<file path="src/fe_pkg.sv">
`default_nettype none

package fe_pkg;

    // Instruction word width
    localparam int XLEN = 32;

    // Width of the program counter and of fetch addresses
    localparam int PADDR_W = 32;

    // Instruction memory size in words
    localparam int IMEM_WORDS = 256;

    // Word index width into the instruction memory
    localparam int IMEM_AW = 8;

    // MISC-MEM opcode (fence), used here to mark the end of a program
    localparam logic [6:0] OPCODE_MISC = 7'b0001111;

    // Byte step between consecutive instructions
    localparam logic [PADDR_W-1:0] PC_STEP = 4;

    // Fetch control states
    // FE_IDLE   after reset, one cycle before the first request
    // FE_REQ    first request goes out
    // FE_PEND   waiting on the fetch buffer, or passing a live response on
    // FE_HOLD   response captured while decode stalls
    // FE_HALT   halt instruction consumed, parked until reset
    typedef enum logic [2:0] {
        FE_IDLE = 3'd0,
        FE_REQ  = 3'd1,
        FE_PEND = 3'd2,
        FE_HOLD = 3'd3,
        FE_HALT = 3'd4
    } t_fe_state;

endpackage

`default_nettype wire

</file>
<file path="src/fe_ctl.sv">
`timescale 1ns/100ps
`default_nettype none

// Fetch control
// Keeps the PC, issues one fetch at a time and hands instructions to
// decode. A response that meets a stall is parked in a capture register
// until decode takes it. A fence opcode ends the program.
module fe_ctl (
    input  logic                       clk,
    input  logic                       reset,

    // Request to the fetch buffer
    output logic                       fb_req,
    output logic [fe_pkg::PADDR_W-1:0] fb_req_addr,

    // Response from the fetch buffer
    input  logic                       rsp_valid,
    input  logic [fe_pkg::XLEN-1:0]    rsp_instr,
    input  logic [fe_pkg::PADDR_W-1:0] rsp_pc,

    // Decode interface
    output logic                       valid_fe1,
    output logic [fe_pkg::XLEN-1:0]    instr_fe1,
    output logic [fe_pkg::PADDR_W-1:0] pc_fe1,
    input  logic                       stall
);

    fe_pkg::t_fe_state state;
    fe_pkg::t_fe_state state_nxt;

    logic [fe_pkg::PADDR_W-1:0] pc;

    // Captured response
    logic [fe_pkg::XLEN-1:0]    cap_instr;
    logic [fe_pkg::PADDR_W-1:0] cap_pc;

    // Halt decode on the live and the captured word
    logic rsp_halt;
    logic cap_halt;

    assign rsp_halt = rsp_instr[6:0] == fe_pkg::OPCODE_MISC;
    assign cap_halt = cap_instr[6:0] == fe_pkg::OPCODE_MISC;

    // Next state
    always_comb begin
        state_nxt = state;
        case (state)
            fe_pkg::FE_IDLE: begin
                state_nxt = fe_pkg::FE_REQ;
            end
            fe_pkg::FE_REQ: begin
                state_nxt = fe_pkg::FE_PEND;
            end
            fe_pkg::FE_PEND: begin
                if (rsp_valid) begin
                    if (stall) begin
                        state_nxt = fe_pkg::FE_HOLD;
                    end else if (rsp_halt) begin
                        state_nxt = fe_pkg::FE_HALT;
                    end
                end
            end
            fe_pkg::FE_HOLD: begin
                if (!stall) begin
                    state_nxt = cap_halt ? fe_pkg::FE_HALT : fe_pkg::FE_PEND;
                end
            end
            default: begin
                state_nxt = state;
            end
        endcase
    end

    always_ff @(posedge clk) begin
        if (reset) begin
            state <= fe_pkg::FE_IDLE;
        end else begin
            state <= state_nxt;
        end
    end

    // Request goes out at start, or when the current item is consumed
    // and it is not the halt
    assign fb_req = (state == fe_pkg::FE_REQ)
                  | (state == fe_pkg::FE_PEND & rsp_valid & !stall & !rsp_halt)
                  | (state == fe_pkg::FE_HOLD & !stall & !cap_halt);

    assign fb_req_addr = pc;

    // PC moves on with every request
    always_ff @(posedge clk) begin
        if (reset) begin
            pc <= '0;
        end else if (fb_req) begin
            pc <= pc + fe_pkg::PC_STEP;
        end
    end

    // Capture each response for FE_HOLD
    always_ff @(posedge clk) begin
        if (rsp_valid) begin
            cap_instr <= rsp_instr;
            cap_pc    <= rsp_pc;
        end
    end

    // Decode outputs, live response in FE_PEND, captured one in FE_HOLD
    assign valid_fe1 = (state == fe_pkg::FE_PEND & rsp_valid)
                     | (state == fe_pkg::FE_HOLD);

    assign instr_fe1 = (state == fe_pkg::FE_HOLD) ? cap_instr : rsp_instr;
    assign pc_fe1    = (state == fe_pkg::FE_HOLD) ? cap_pc    : rsp_pc;

endmodule

`default_nettype wire

</file>
<file path="config.mk">
export PLATFORM = sky130hd
export DESIGN_NAME = fe_ctl
export DESIGN_NICKNAME = d
export VERILOG_FILES = /design/src/fe_pkg.sv /design/src/fe_ctl.sv
export SDC_FILE = /design/constraint.sdc
export NUM_CORES = 1
export LEC_CHECK = 0
export BUFFER_PORTS_ARGS = -buffer_cell sky130_fd_sc_hd__buf_2
export CAP_MARGIN = 20
export CORE_UTILIZATION = 44
export CTS_BUF_LIST = sky130_fd_sc_hd__clkbuf_16
export CTS_CLUSTER_SIZE = 40
export DETAILED_ROUTE_END_ITERATION = 16
export PLACE_DENSITY = 0.84
export RECOVER_POWER = 25
export SKIP_CTS_REPAIR_TIMING = 1
export SYNTH_ARGS = -nofsm -noshare
export SYNTH_HDL_FRONTEND = slang
export SYNTH_SLANG_ARGS = --single-unit
</file>
<file path="constraint.sdc">
create_clock -name clk -period 1.97 [get_ports clk]
set_input_delay 0.197 -clock clk [delete_from_list [all_inputs] [get_ports clk]]
set_output_delay 0.197 -clock clk [all_outputs]
set_load 0.005 [all_outputs]
</file>
==> impl_metrics.yaml, run 1 <==
outcome:
  status: "finished, violations left"
  violations: "setup timing"
power_and_ir_drop:
  power_density_mw_per_mm2: 753
  ir_drop_mv: 0.506
  p_leak_nw: 2.56
grt:
  grt_pass1_wl_um: 15500
  grt_pass1_vias: 3345
  grt_overflow: 0
  grt_max_degree: 67
  antenna_found_initial: 0
  grt_util_all_layers: 0.192
synthesis:
  synth.area.top_cells: "edfxtp_1, mux2_2, dfxtp_1"
  netlist_area_mm2: 0.00436
  yosysTopAreaCellShare: 0.441
  ys_ff_latch: 97
  ys_types: 37
  synth_edf_count: 64
  avgSynthCellArea_um2: 12.6
  synth-main-ff-cell: "edfxtp_1"
  postSynthCellCount: 345
  ys_warn_count: 0
  yosysSeqAreaShare: 0.592
  yosysTopAreaCell: "edfxtp_1"
  async_reset_ff_frac: 0
layout:
  layout-drive-gt1-share: 0.569
  syn2layout_area_growth_pct: 46.2
  multi_input_area_mm2: 0.00186
  fin_nets: 628
  regArea_mm2: 0.00260
  final_cell_mix: "buf_2, mux2_2, edfxtp_1"
  instances_no_fill: 693
  n_fill_cell: 711
  layout_commonest_cell: "buf_2"
  diodes: 0
timing:
  holdWs_ps: 49.0
  relSlewSlack: 0.453
  hold_viol: 0
  fin_skew_ps: 12.9
  layout_setup_ws_ps: -80.5
  slew_violations: 0
  setup-violations-final: 66
  finalSetupTns_ps: -1790
  finalCritPeriodShare: 1.04
  worstMarginPinSlew_ps: 820
  fmax_ghz: 0.488
  min_period_ps: 2050
  rsz0062_at_grt: "yes"
floorplanning:
  dieArea_mm2: 0.0103
  core-area_mm2: 0.00942
  rows: 35
  start_util: 0.463
  die_w_um: 102
  ios: 166
  die_height_um: 102
route:
  firstDrtPassIters: 4
  drtAntennaViolNets: 0
  num_vias: 3767
  via_per_inst: 5.44
  drcViolationCount: 0
  routed_wl_um: 11800
  drt_iter0_drc: 143
  wl_per_cell_um: 17.0
cts:
  cts.path.max_buffers: 2
  htree_levels: 3
  cts-root-buf: "clkbuf_16"
  clock-sinks: 97
  cts_tree: "built"
  numCtsBuffers: 9
  insertion_delay_ps: 330
  clk_pin_slew_ps: 80
worst_setup_path:
  path_max_fanout: 4
  cp.arrival_ps: 2290
  critical-path-top-delay-family: "simple AND/OR/NAND/NOR gates"
  worst-path-buf-inv: 1
  cpPeakStageDelay_ps: 500
  path_depth: 6
  path_cells: "and3_4, a211oi_4, nor3_4, buf_4, or4_1, a21oi_1"
  critPathCaptureType: "register"
  critPathKind: "reg -> reg"
  cp.required_ps: 2210
  r2r_cells: 6
  worstSetupStartpointType: "register"
  critical-path-slowest-cell: "or4_1"
place:
  io_buffers: 163
  dp.cells: 661
  gp_congestion: 0.822
  hpwl_um: 7540
  pre_cts_ws_ps: -137
hold_path:
  hold_depth: 1
  min_path_type: "in -> reg"
flow_run:
  max-cap-violations: 0
## cells in the mapped netlist (3+ instances only)
cell,number
edfxtp_1,64
mux2_2,64
dfxtp_1,33
a21oi_1,27
o21ai_0,15
or3_1,14
nand2_1,13
clkbuf_1,12
nor2_1,12
o31ai_1,12
or4_1,12
inv_1,10
nand3_1,7
nand4_1,7
and3_1,4
buf_2,4
nand2b_1,4
xor2_1,4
nor3_1,3
## power by group
| group | leakage, nW | switching, W | internal [W] | total, W |
|---|---|---|---|---|
| Sequential | 0.897 | 0.0000561 | 0.00230 | 0.00236 |
| Clock | 0.134 | 0.000772 | 0.000866 | 0.00164 |
| Combinational | 1.53 | 0.000364 | 0.000445 | 0.000808 |
| Total | 2.56 | 0.00119 | 0.00361 | 0.00480 |
## logic make-up after synthesis
family	after synthesis	synth area share
mux	65	0.168
simple gates	85	0.115
xor+xnor	5	0.0100
other cells	1	0.000860
fa+ha+maj	1	0.00287
buf+inv	29	0.0278
flops	97	0.592
compound gates	62	0.0838
## through the flow
step / utilization / total power, W / cell area, µm²
floorplan: - / 0.00269 / 4410
global placement: 0.599 / 0.00299 / 5640
detailed placement: 0.599 / 0.00303 / 5640
CTS: 0.628 / 0.00465 / 5910
global route: 0.677 / 0.00499 / 6370
finish: 0.677 / 0.00480 / 6370
## layout make-up
class,instances,area share
Inverter,10,0.00648
Multi-Input combinational cell,220,0.292
Clock buffer,9,0.0353
Clock inverter,7,0.00844
Timing Repair Buffer,221,0.225
Tap cell,129,0.0253
Sequential cell,97,0.407
## routing by layer
metal,vias to the layer above,share of wire,GRT usage
met5,-,0,0
met4,0,0.014,0.0713
met3,19,0.044,0.0290
met2,139,0.55,0.348
met1,1856,0.39,0.228
li1,1753,-,-
## path summary, 6_finish.rpt
path / startpoint / end / slack, ps
setup / recovery: cap_instr[2]$_DFFE_PP_ / fb_req_addr[15]$_SDFFE_PP0P_ / -80
setup reg to reg: cap_instr[2]$_DFFE_PP_ / fb_req_addr[15]$_SDFFE_PP0P_ / -80
hold reg to reg: fb_req_addr[31]$_SDFFE_PP0P_ / fb_req_addr[31]$_SDFFE_PP0P_ / 500
hold / removal: rsp_pc[4] / cap_pc[4]$_DFFE_PP_ / 50
## flip-flops by register name, indices dropped and copies added, names as in the netlist
signal,cells
state,3
cap_instr,32
cap_pc,32
fb_req_addr,30
No activity file was read; power rests on OpenSTA's default activity.
==> run 2, diff against run 1 <==
--- a/config.mk
+++ b/config.mk
@@ -9,11 +9,12 @@
 export CAP_MARGIN = 20
 export CORE_UTILIZATION = 44
 export CTS_BUF_LIST = sky130_fd_sc_hd__clkbuf_16
-export CTS_CLUSTER_SIZE = 40
+export CTS_CLUSTER_SIZE = 28
 export DETAILED_ROUTE_END_ITERATION = 16
 export PLACE_DENSITY = 0.84
 export RECOVER_POWER = 25
 export SKIP_CTS_REPAIR_TIMING = 1
+export SKIP_LAST_GASP = 1
 export SYNTH_ARGS = -nofsm -noshare
 export SYNTH_HDL_FRONTEND = slang
 export SYNTH_SLANG_ARGS = --single-unit
==> impl_metrics.yaml, run 2 (synthesis gave the netlist of run 1 again) <==
grt:
  gr-usage-met1: 0.228
  antenna_found_initial: 0
  grt_max_degree: 67
  grt_use_met2: 0.348
  grt_busiest_layer: "met2"
  grtUsageMet3: 0.0290
  grt_overflow: 0
  grt_pass1_wl_um: 15500
  grt_util_all_layers: 0.192
  grt_pass1_vias: 3345
route:
  via_per_inst: 5.40
  drt_iter0_drc: 162
  drcViolationCount: 0
  routed_wl_um: 11700
  num_vias: 3742
  drtAntennaViolNets: 0
  wl_per_cell_um: 16.9
  firstDrtPassIters: 4
timing:
  holdWs_ps: 48.4
  fmax_ghz: 0.490
  slew_violations: 0
  relSlewSlack: 0.456
  setup-violations-final: 71
  fin_skew_ps: 12.6
  finalSetupTns_ps: -2160
  worstMarginPinSlew_ps: 816
  min_period_ps: 2040
  hold_viol: 0
  rsz0062_at_grt: "yes"
  layout_setup_ws_ps: -69.5
  finalCritPeriodShare: 1.04
cts:
  numCtsBuffers: 9
  insertion_delay_ps: 330
  cts.path.max_buffers: 2
  clock-sinks: 97
  cts-root-buf: "clkbuf_16"
  htree_levels: 3
  cts_tree: "built"
  clk_pin_slew_ps: 80
layout:
  layout-drive-gt1-share: 0.564
  multi_input_area_mm2: 0.00185
  diodes: 0
  n_fill_cell: 718
  layout_commonest_cell: "buf_2"
  utilization: 0.673
  instances_no_fill: 693
  final_cell_mix: "buf_2, mux2_2, edfxtp_1"
  regArea_mm2: 0.00260
  syn2layout_area_growth_pct: 45.3
  fin_nets: 628
  stdcell_area_mm2: 0.00633
outcome:
  status: "finished, violations left"
  violations: "setup timing"
floorplanning:
  die_w_um: 102
  core-area_mm2: 0.00942
  ios: 166
  start_util: 0.463
  rows: 35
  die_height_um: 102
  dieArea_mm2: 0.0103
power_and_ir_drop:
  p_leak_nw: 2.55
  clkPwrFrac: 0.342
  p_switching_w: 0.00119
  swShare: 0.248
  combinationalPowerShare: 0.166
  seqPwrFrac: 0.492
  power_density_mw_per_mm2: 756
  p_int_w: 0.00360
  ir_drop_mv: 0.505
worst_setup_path:
  critPathCaptureType: "register"
  worstSetupStartpointType: "register"
  critPathLaunch: "cap_instr[2]$_DFFE_PP_"
  critPathKind: "reg -> reg"
  r2r-start: "cap_instr[2]$_DFFE_PP_"
  r2r_end: "fb_req_addr[20]$_SDFFE_PP0P_"
  cp.arrival_ps: 2230
  r2r_cells: 7
  cp.required_ps: 2160
  cp-endpoint: "fb_req_addr[20]$_SDFFE_PP0P_"
  r2r_slack_ps: -70
  path_max_fanout: 15
place:
  io_buffers: 163
  gp_congestion: 0.822
  dp.cells: 661
  place_area_mm2: 0.00564
  hpwl_um: 7540
flow_run:
  max-cap-violations: 0
hold_path:
  min_path_type: "in -> reg"
==> run 2: cell types whose count changed in the layout (fill, tap and decap cells not counted) <==
cell,change
buf_6,-6
or4_1,+3
buf_2,+4
buf_4,+3
inv_2,-1
or4_4,-3
clkbuf_1,-1
inv_1,+1
==> run 2: cell type report <==
| class | instances | area share |
|---|---|---|
| inverters | 10 | 0.00652 |
| repair buffers | 221 | 0.222 |
| flip-flops and latches | 97 | 0.410 |
| multi-input cells | 220 | 0.292 |
| well taps | 129 | 0.0255 |
| clock inverters | 7 | 0.00849 |
| clock buffers | 9 | 0.0356 |
==> run 2: critical path: stages (launching register included) <==
cell and delay (ps):
edfxtp_1 390, and3_4 210, a211oi_4 400, o311ai_2 130, buf_6 170, buf_4 140
o31ai_1 370, a21oi_2 100
==> run 2: power by group through the flow <==
stage | logic, W | clock network, W | registers (W)
final | 0.000795 | 0.00164 | 0.00235
after global routing | 0.000855 | 0.00175 | 0.00237
after CTS | 0.000637 | 0.00167 | 0.00235
after detailed placement | 0.000634 | 0 | 0.00240
after global placement | 0.000608 | 0 | 0.00239
after floorplan | 0.000307 | 0 | 0.00238
==> run 2: per-layer routing <==
layer | share of wire | routed length (µm)
met1 | 0.40 | 4640
met3 | 0.037 | 438
met2 | 0.55 | 6460
met5 | 0 | 0
met4 | 0.015 | 171
==> run 2: stage by stage <==
step,setup slack [ps],total power (W)
5_1_grt,-187,0.00498
3_5_place_dp,-137,0.00303
4_1_cts,-511,0.00465
3_3_place_gp,-89.8,0.00299
6_report,-69.5,0.00479
2_1_floorplan,-109,0.00269
==> run 2: how the worst min path moves through the flow <==
| stage | startpoint | end | depth (start not counted) |
|---|---|---|---|
| after floorplan | rsp_instr[0] | cap_instr[0]$_DFFE_PP_ | 0 |
| after global placement | rsp_pc[17] | cap_pc[17]$_DFFE_PP_ | 1 |
| after detailed placement | rsp_instr[27] | cap_instr[27]$_DFFE_PP_ | 1 |
| after CTS | rsp_instr[27] | cap_instr[27]$_DFFE_PP_ | 1 |
| after global routing | rsp_pc[19] | cap_pc[19]$_DFFE_PP_ | 1 |
| final | rsp_pc[8] | cap_pc[8]$_DFFE_PP_ | 1 |
