[src/fe_pkg.sv]
`default_nettype none

package fe_pkg;

    // Instruction word width
    localparam int XLEN = 32;

    // Width of the program counter and of fetch addresses
    localparam int PADDR_W = 32;

    // Instruction memory size in words
    localparam int IMEM_WORDS = 256;

    // Word index width into the instruction memory
    localparam int IMEM_AW = 8;

    // MISC-MEM opcode (fence), used here to mark the end of a program
    localparam logic [6:0] OPCODE_MISC = 7'b0001111;

    // Byte step between consecutive instructions
    localparam logic [PADDR_W-1:0] PC_STEP = 4;

    // Fetch control states
    // FE_IDLE   after reset, one cycle before the first request
    // FE_REQ    first request goes out
    // FE_PEND   waiting on the fetch buffer, or passing a live response on
    // FE_HOLD   response captured while decode stalls
    // FE_HALT   halt instruction consumed, parked until reset
    typedef enum logic [2:0] {
        FE_IDLE = 3'd0,
        FE_REQ  = 3'd1,
        FE_PEND = 3'd2,
        FE_HOLD = 3'd3,
        FE_HALT = 3'd4
    } t_fe_state;

endpackage

`default_nettype wire

[src/fe_fb.sv]
`timescale 1ns/100ps
`default_nettype none

// Fetch buffer
// A request sampled at one edge comes back as a one-cycle response
// two edges later. The request stage drives the memory read, the read
// stage keeps the PC lined up with the memory output register, and the
// response register takes the word so control never sees a raw RAM path.
module fe_fb (
    input  logic                       clk,
    input  logic                       reset,

    // Request from fetch control
    input  logic                       req,
    input  logic [fe_pkg::PADDR_W-1:0] req_addr,

    // Response to fetch control
    output logic                       rsp_valid,
    output logic [fe_pkg::XLEN-1:0]    rsp_instr,
    output logic [fe_pkg::PADDR_W-1:0] rsp_pc,

    // Instruction memory read port
    output logic                       rd_en,
    output logic [fe_pkg::IMEM_AW-1:0] rd_idx,
    input  logic [fe_pkg::XLEN-1:0]    rd_data
);

    // Request stage
    logic                       s1_valid;
    logic [fe_pkg::PADDR_W-1:0] s1_pc;

    // Read stage, in step with the memory output register
    logic                       s2_valid;
    logic [fe_pkg::PADDR_W-1:0] s2_pc;

    // Valid pipe
    always_ff @(posedge clk) begin
        if (reset) begin
            s1_valid  <= 1'b0;
            s2_valid  <= 1'b0;
            rsp_valid <= 1'b0;
        end else begin
            s1_valid  <= req;
            s2_valid  <= s1_valid;
            rsp_valid <= s2_valid;
        end
    end

    // PC pipe, loaded only when its stage carries a request
    always_ff @(posedge clk) begin
        if (req) begin
            s1_pc <= req_addr;
        end
        if (s1_valid) begin
            s2_pc <= s1_pc;
        end
    end

    // Response register
    always_ff @(posedge clk) begin
        if (s2_valid) begin
            rsp_instr <= rd_data;
            rsp_pc    <= s2_pc;
        end
    end

    // Memory read, word index from address bits above the byte offset
    // so the space wraps every IMEM_WORDS words
    assign rd_en  = s1_valid;
    assign rd_idx = s1_pc[fe_pkg::IMEM_AW+1:2];

endmodule

`default_nettype wire

[config.mk]
export PLATFORM = sky130hd
export DESIGN_NAME = fe_fb
export DESIGN_NICKNAME = d
export VERILOG_FILES = /design/src/fe_pkg.sv /design/src/fe_fb.sv
export SDC_FILE = /design/constraint.sdc
export NUM_CORES = 1
export LEC_CHECK = 0
export BUFFER_PORTS_ARGS = -buffer_cell sky130_fd_sc_hd__buf_2
export CAP_MARGIN = 20
export CORE_MARGIN = 3
export CORE_UTILIZATION = 30
export CTS_BUF_LIST = sky130_fd_sc_hd__clkbuf_4
export DETAILED_ROUTE_END_ITERATION = 6
export MAX_ROUTING_LAYER = met4
export PLACE_DENSITY = 0.58
export SYNTH_ARGS = -nofsm -noshare
export SYNTH_HDL_FRONTEND = slang
export SYNTH_SLANG_ARGS = --single-unit
[constraint.sdc]
create_clock -name clk -period 6.1 [get_ports clk]
set_clock_uncertainty 0.1 [all_clocks]
set_input_delay 0.305 -clock clk [delete_from_list [all_inputs] [get_ports clk]]
set_output_delay 0.305 -clock clk [all_outputs]
set_load 0.02 [all_outputs]
==> results.yml, run 1 <==
sta:
  setup_tns_ns: 0
  report.final.hold_viol_count: 0
  tightest_slew_ns: 0.781
  fin_crit_sh_pct: 33.4
  setup_viol: 0
  fmax_mhz: 491
  relSlewSlack_pct: 47.9
  rsz0062_at_grt: "false"
  hold_slack_ns: 0.305
  final.setup.worst_slack_ns: 4.07
  finalCriticalPeriod_ns: 2.03
  slew_viol_final: 0
finish:
  diodes: 0
  layout.cells.non_filler: 544
  fin_util_pct: 44.9
  num-fill-cells: 1113
  area_growth_pct: 44.7
  drive_gt1_share_pct: 46.2
  design_area_um2: 5760
  nets: 426
clocking:
  insertion_delay_ns: 0.51
  cts-resized-gates: 0
  htree_levels: 4
  postCtsHoldBufs: 65
  clock_path_buffers: 2
  cts.sinks: 131
  cts-root-buf: "clkbuf_4"
  cts_buffers: 17
  tritoncts: "yes"
  cts_setup_buffers: 0
  clkSlewWorstSetupHoldPaths_ns: 0.11
place:
  place_ws_ns: 4.54
  numPortBuffers: 140
  dpl_cell_area_um2: 4850
  place.gp.congestion: 0.591
  dpl.cell_count: 447
floorplanning:
  ios: 141
  core.rowCount: 41
  start_util_pct: 31.1
  fp.dieW_um: 121
  die_height_um: 121
  core_um2: 12800
  die_area_um2: 14700
grt:
  grt_first_pass_wirelength_um: 10900
  grt_max_degree: 66
  track_usage_pct: 10.7
  antenna_found_initial: 0
  overflow: 0
  grt_pass1_vias: 2222
synthesis:
  synthDistinctLibCells: 4
  syn_avg_cell_area_um2: 28.0
  ys_warn_count: 0
  syn-num-nets: 209
  ys_ff_latch: 131
  syn-instance-count: 142
  synth_area_um2: 3980
  yosysSeqAreaShare_pct: 98.0
critical_path:
  start_kind: "flip-flop"
  critPathBufInv: 1
  critPathTopFamily: "flip-flops"
  worst_r2r_endpoint: "rsp_instr[30]"
  cpPeakStageDelay_ns: 0.83
  cp-end-kind: "output port"
  arrival_ns: 1.63
  crit_slowest_cell: "dfxtp_2"
  r2r-start: "s2_valid"
  critPathKind: "reg -> out"
  worstPathCellList: "buf_2"
  r2r_cells: 1
  r2r_slack_ns: 4.68
  cp_max_fo: 34
  required_ns: 5.69
route:
  ant_nets: 0
  drt_iter0_markers: 78
  vias_per_cell: 3.90
  routed_wirelength_um: 7130
  avgRoutedWirePerCell_um: 13.1
  drc: 0
  vias: 2119
  dr.pass1.iters: 4
pwr:
  netSwitchingFraction_pct: 19.6
  clkPwrFrac_pct: 31.9
  combinationalPowerShare_pct: 5.5
  p_leak_nw: 2.22
  finalPower_mw: 1.68
  power-per-cell-area_nw_per_um2: 292
  p_sw_mw: 0.330
  intPower_mw: 1.35
  vdd_drop_max_uv: 132
  seqPwrFrac_pct: 62.6
worst_hold_path:
  hold_start: "req"
  holdPathStages: 1
  hold_path.class: "in -> reg"
  hold_path_end: "s1_pc[23]"
run_status:
  status: "finished clean"
flow_run:
  drv_cap: 0
-- state kept, by name (all words and copies together) (netlist names) --
register   cells
rd_en          1
rsp_instr     32
s2_valid       1
rsp_valid      1
s1_pc         32
rsp_pc        32
s2_pc         32
-- layout make-up --
type	instances	area [um2]	share of cell area, %
Tap cell	172	215	3.73
Clock inverter	9	91.3	1.58
Sequential cell	131	3910	67.8
Timing Repair Buffer	206	1360	23.6
Clock buffer	23	173	3.00
Multi-Input combinational cell	3	18.8	0.326
-- metal layers --
metal  track usage (%)  vias to the layer above  wire length (um)
li1                  -                      999                 -
met1              11.3                      989              2910
met2              16.9                      112              3500
met3              4.57                       19               542
met4              5.88                        0               177
met5                 -                        -                 0
-- cell families after synthesis --
family / after synthesis / synth area share, %
flip-flops: 131 / 98.0
buffers and inverters: 8 / 1.51
AND/OR/NAND/NOR: 3 / 0.471
-- power groups by stage --
stage               Sequential [mW]  Clock (mW)  Combinational [mW]
CTS                            1.05       0.571              0.0928
global route                   1.06       0.612               0.100
floorplan                      1.09           0              0.0119
detailed placement             1.08           0              0.0603
global placement               1.07           0              0.0593
finish                         1.05       0.537              0.0926
-- cells in the final DEF (no fill, tap or decap) --
master         instances
buf_4                  1
nor2b_1                3
dlygate4sd3_1         65
clkinv_2               4
clkbuf_4              23
buf_2                140
bufinv_16              2
clkinv_1               3
dfxtp_1                1
dfxtp_2                2
edfxtp_1             128
-- how the worst max path moves through the flow --
stage	from	endpoint	slack [ns]	cells after the start
5_1_grt	rd_en	rd_en	3.85	1
2_1_floorplan	s2_valid	rsp_instr[0]	3.89	0
3_5_place_dp	rd_en	rd_en	4.54	1
4_1_cts	rd_en	rd_en	3.92	1
6_report	rd_en	rd_en	4.07	1
3_3_place_gp	rd_en	rd_en	4.56	1
-- cells in the mapped netlist --
| library cell | count | area [um2] |
|---|---|---|
| buf_4 | 8 | 60.1 |
| dfxtp_1 | 3 | 60.1 |
| nor2b_1 | 3 | 18.8 |
| edfxtp_1 | 128 | 3840 |
No activity file was read; power rests on OpenSTA's default activity.
==> run 2: changes to the inputs <==
- clock period: 6.1 -> 2 ns (I/O delays scaled with it)
==> run 2 against run 1 <==
Against the previous run: sequential share of layout area down 1.4 points; flip-flop and latch count unchanged; highest routed layer unchanged; utilization up 0.99 points; global-route usage up 0.34 points; sequential power rose to 3.1 times the previous value; critical path depth up 1; first-iteration DRC count down 29%.
==> results.yml, run 2 (synthesis results as in run 1) <==
run_status:
  status: "finished clean"
clocking:
  cts-root-buf: "clkbuf_4"
  tritoncts: "yes"
  insertion_delay_ns: 0.50
  clkSlewWorstSetupHoldPaths_ns: 0.11
  postCtsHoldBufs: 67
  cts_buffers: 17
  clock_path_buffers: 2
  cts.sinks: 131
  cts-resized-gates: 0
  cts_setup_buffers: 0
  htree_levels: 4
worst_hold_path:
  hold_path.class: "in -> reg"
  holdPathStages: 2
  hold_path_end: "s1_pc[21]"
  hold_start: "req_addr[21]"
route:
  ant_nets: 0
  avgRoutedWirePerCell_um: 13.8
  drt_iter0_markers: 55
  vias: 2126
  dr.pass1.iters: 4
  vias_per_cell: 3.85
  routed_wirelength_um: 7610
  drc: 0
floorplanning:
  ios: 141
  die_height_um: 121
  die_area_um2: 14700
  fp.dieW_um: 121
  core.rowCount: 41
  start_util_pct: 31.1
  core_um2: 12800
sta:
  tightest_slew_ns: 0.373
  slew_viol_final: 0
  fin_crit_sh_pct: 74.3
  fmax_mhz: 673
  relSlewSlack_pct: 75.1
  finalCriticalPeriod_ns: 1.49
  setup_tns_ns: 0
  setup_viol: 0
  rsz0062_at_grt: "false"
  report.final.hold_viol_count: 0
critical_path:
  critPathTopFamily: "buffers and inverters"
  critPathBufInv: 2
  required_ns: 1.80
  worst_r2r_endpoint: "rsp_instr[24]"
  cp-end-kind: "output port"
  crit_cells: 2
  r2r_slack_ns: 0.70
  cpPeakStageDelay_ns: 0.34
  cp_max_fo: 18
  r2r_cells: 1
  critPathKind: "reg -> out"
  crit_slowest_cell: "dfxtp_2"
  worstPathCellList: "buf_4, buf_2"
  r2r-start: "s2_valid"
  start_kind: "flip-flop"
  arrival_ns: 1.29
grt:
  antenna_found_initial: 1
  grt_first_pass_wirelength_um: 11400
  grt_use_met3_pct: 4.52
  grt_pass1_vias: 2343
  grtUsageMet2_pct: 18.9
  track_usage_pct: 11.0
  overflow: 0
  busiest_layer: "met2"
  grt_max_degree: 29
  grt_util_met1_pct: 10.6
finish:
  drive_gt1_share_pct: 46.4
  area_growth_pct: 47.9
  fin_util_pct: 45.9
  layout_common_cells: "buf_2 (140), edfxtp_1 (128), dlygate4sd3_1 (67), clkbuf_4 (18), clkinv_2 (5)"
  num-fill-cells: 1123
  nets: 433
  layout_commonest_cell: "buf_2"
place:
  place.gp.congestion: 0.645
  dp_hpwl_um: 4710
  numPortBuffers: 140
pwr:
  p_leak_nw: 2.27
  power-per-cell-area_nw_per_um2: 910
  vdd_drop_max_uv: 468
flow_run:
  drv_cap: 0
## run 2: cell count changes in the layout (fill, tap and decap cells not counted), moves of 2 or more
cell           change
clkbuf_4           -5
buf_4              +3
buf_12             +2
bufinv_16          +2
dlygate4sd3_1      +2
## run 2: per-layer routing
| metal | part of all wire (%) | wire length [um] |
|---|---|---|
| met1 | 38 | 2900 |
| met2 | 50 | 3840 |
| met3 | 9.4 | 717 |
| met4 | 2.0 | 152 |
| met5 | 0 | 0 |
## run 2: report_power, final
group | total, mW | internal (mW) | leakage (nW) | switching, mW
clock network | 1.85 | 0.979 | 0.165 | 0.867
logic | 0.305 | 0.167 | 0.880 | 0.139
registers | 3.21 | 3.17 | 1.23 | 0.0414
## run 2: per-stage QoR
| stage | cells | setup WS (ns) | area [um2] | hold WS [ns] | power [mW] |
|---|---|---|---|---|---|
| floorplan | 142 | 0.396 | 3980 | 0.0642 | 3.35 |
| global placement | 452 | 0.726 | 4910 | 0.176 | 3.47 |
| detailed placement | 452 | 0.706 | 4910 | 0.178 | 3.48 |
| CTS | 551 | 0.417 | 5890 | 0.129 | 5.45 |
| global route | 552 | 0.363 | 5890 | 0.132 | 5.60 |
| finish | 552 | 0.513 | 5890 | 0.205 | 5.36 |
## run 2: worst max-delay path by stage
stage | slack, ns | to | from
floorplan | 0.40 | s2_pc[0] | rd_en
global placement | 0.73 | rsp_instr[10] | s2_valid
detailed placement | 0.71 | rsp_instr[28] | s2_valid
CTS | 0.42 | rd_en | rd_en
global route | 0.36 | rd_en | rd_en
finish | 0.51 | rd_en | rd_en
## run 2: cell type report
cell class | count | area (um2) | share of cell area, %
Antenna cell | 1 | 2.50 | 0.0425
Tap cell | 172 | 215 | 3.65
Timing Repair Buffer | 213 | 1440 | 24.5
Sequential cell | 131 | 3910 | 66.4
Clock inverter | 14 | 168 | 2.85
Clock buffer | 18 | 135 | 2.29
Multi-Input combinational cell | 3 | 18.8 | 0.319
==> run 3: changes to the inputs <==
- PLACE_DENSITY: 0.58 -> 0.6
- clock period: 2 -> 1.3 ns (I/O delays scaled with it)
==> run 3 against run 2 <==
Against the previous run: critical path depth rose by 3; cell area rose by 7.8%; sequential share of layout area fell by 4.7 points; utilization rose by 3.6 points; final cell count rose by 0.72%; critical endpoint is now rd_en; largest cell class unchanged; highest routed layer unchanged.
==> results.yml, run 3 (synthesis results as in run 1) <==
floorplanning:
  die_height_um: 121
  start_util_pct: 31.1
  core_um2: 12800
  ios: 141
  core.rowCount: 41
  die_area_um2: 14700
  fp.dieW_um: 121
grt:
  antenna_found_initial: 0
  overflow: 0
  grt_max_degree: 37
  track_usage_pct: 10.8
  grt_first_pass_wirelength_um: 11000
  grt_pass1_vias: 2193
critical_path:
  worst_r2r_endpoint: "s2_pc[4]"
  r2r_cells: 2
  r2r_slack_ns: 0.26
  required_ns: 1.60
  critPathKind: "in -> reg"
  arrival_ns: 1.59
  endpoint: "rd_en"
  cp-end-kind: "flip-flop"
  start_kind: "input pin"
  r2r-start: "rd_en"
  cp_max_fo: 25
  crit_start: "req"
route:
  vias_per_cell: 3.81
  routed_wirelength_um: 7490
  avgRoutedWirePerCell_um: 13.5
  ant_nets: 0
  dr.pass1.iters: 4
  drt_iter0_markers: 89
  vias: 2119
  drc: 0
sta:
  finalCriticalPeriod_ns: 1.29
  setup_viol: 0
  tightest_slew_ns: 0.221
  setup_tns_ns: 0
  report.final.hold_viol_count: 0
  slew_viol_final: 0
  rsz0062_at_grt: "true"
  relSlewSlack_pct: 85.3
  fin_crit_sh_pct: 99.5
  fmax_mhz: 773
clocking:
  cts-root-buf: "clkbuf_4"
  cts.sinks: 131
  clkSlewWorstSetupHoldPaths_ns: 0.12
  cts_buffers: 17
  insertion_delay_ns: 0.49
  tritoncts: "yes"
  clock_path_buffers: 2
  htree_levels: 4
pwr:
  p_leak_nw: 2.44
  finalPower_mw: 8.62
  vdd_drop_max_uv: 840
  power-per-cell-area_nw_per_um2: 1360
run_status:
  status: "finished clean"
finish:
  layout_common_cells: "edfxtp_1 (128), buf_2 (84), dlygate4sd3_1 (67), buf_6 (54), clkbuf_4 (19)"
  num-fill-cells: 1035
  area_growth_pct: 59.3
  nets: 438
  diodes: 0
  fin_util_pct: 49.5
  drive_gt1_share_pct: 48.2
  layout_commonest_cell: "edfxtp_1"
worst_hold_path:
  hold_path.class: "in -> reg"
place:
  place.gp.congestion: 0.595
  numPortBuffers: 140
flow_run:
  drv_cap: 0
-- run 3: what timing repair did --
action / CTS / global route
hold buffers: 67 / 0
setup buffers: 4 / 1
pin swaps: 0 / 0
resized for setup: 46 / 73
endpoints found under the hold margin: 99 / 0
setup endpoints to repair: 28 / 64
-- run 3: how the worst min path moves through the flow --
stage	startpoint	end	slack [ns]	depth (start not counted)
2_1_floorplan	reset	s2_valid	0.03	1
3_3_place_gp	req_addr[18]	s1_pc[18]	0.14	1
3_5_place_dp	req_addr[6]	s1_pc[6]	0.14	1
4_1_cts	req_addr[17]	s1_pc[17]	0.09	2
5_1_grt	req_addr[2]	s1_pc[2]	0.09	2
6_report	req_addr[6]	s1_pc[6]	0.17	2
-- run 3: area by class of cell --
cell class                 instances  area (um2)  share of cell area, %
clock buffer                      18         135                   2.13
sequential                       131        3910                   61.6
timing repair buffer             218        1850                   29.2
multi-input combinational          3        18.8                  0.296
clock inverter                    14         211                   3.33
tap                              172         215                   3.39
-- run 3: per-stage QoR --
stage / hold WS [ns] / setup WS (ns) / instance area [um2] / instances
floorplan: 0.0269 / 0.0896 / 3990 / 142
global placement: 0.141 / 0.293 / 4960 / 453
detailed placement: 0.143 / 0.280 / 4960 / 453
CTS: 0.0926 / -0.0639 / 6150 / 556
global route: 0.0870 / -0.0750 / 6350 / 556
finish: 0.170 / 0.00595 / 6350 / 556
-- run 3: report_power, final --
group | switching, mW | leakage [nW] | total (mW) | internal, mW
sequential | 0.0650 | 1.23 | 4.94 | 4.87
clock | 1.40 | 0.182 | 3.13 | 1.74
combinational | 0.224 | 1.03 | 0.553 | 0.329
total | 1.69 | 2.44 | 8.62 | 6.94
-- run 3: layer usage --
layer  track usage (%)  wire length, um  vias to the layer above  part of all wire [%]
met3              5.36              578                        8                   7.7
met4              5.04               78                        0                   1.0
met2              17.5             3870                      107                    52
met5                 -                0                        -                     0
met1              10.9             2960                      980                    40
li1                  -                -                     1024                     -
-- run 3: worst max-delay path, stage by stage --
cell and delay, ns:
dlygate4sd3_1 0.54, buf_2 0.14, buf_12 0.16, nor2b_1 0.13, dlygate4sd3_1 0.55
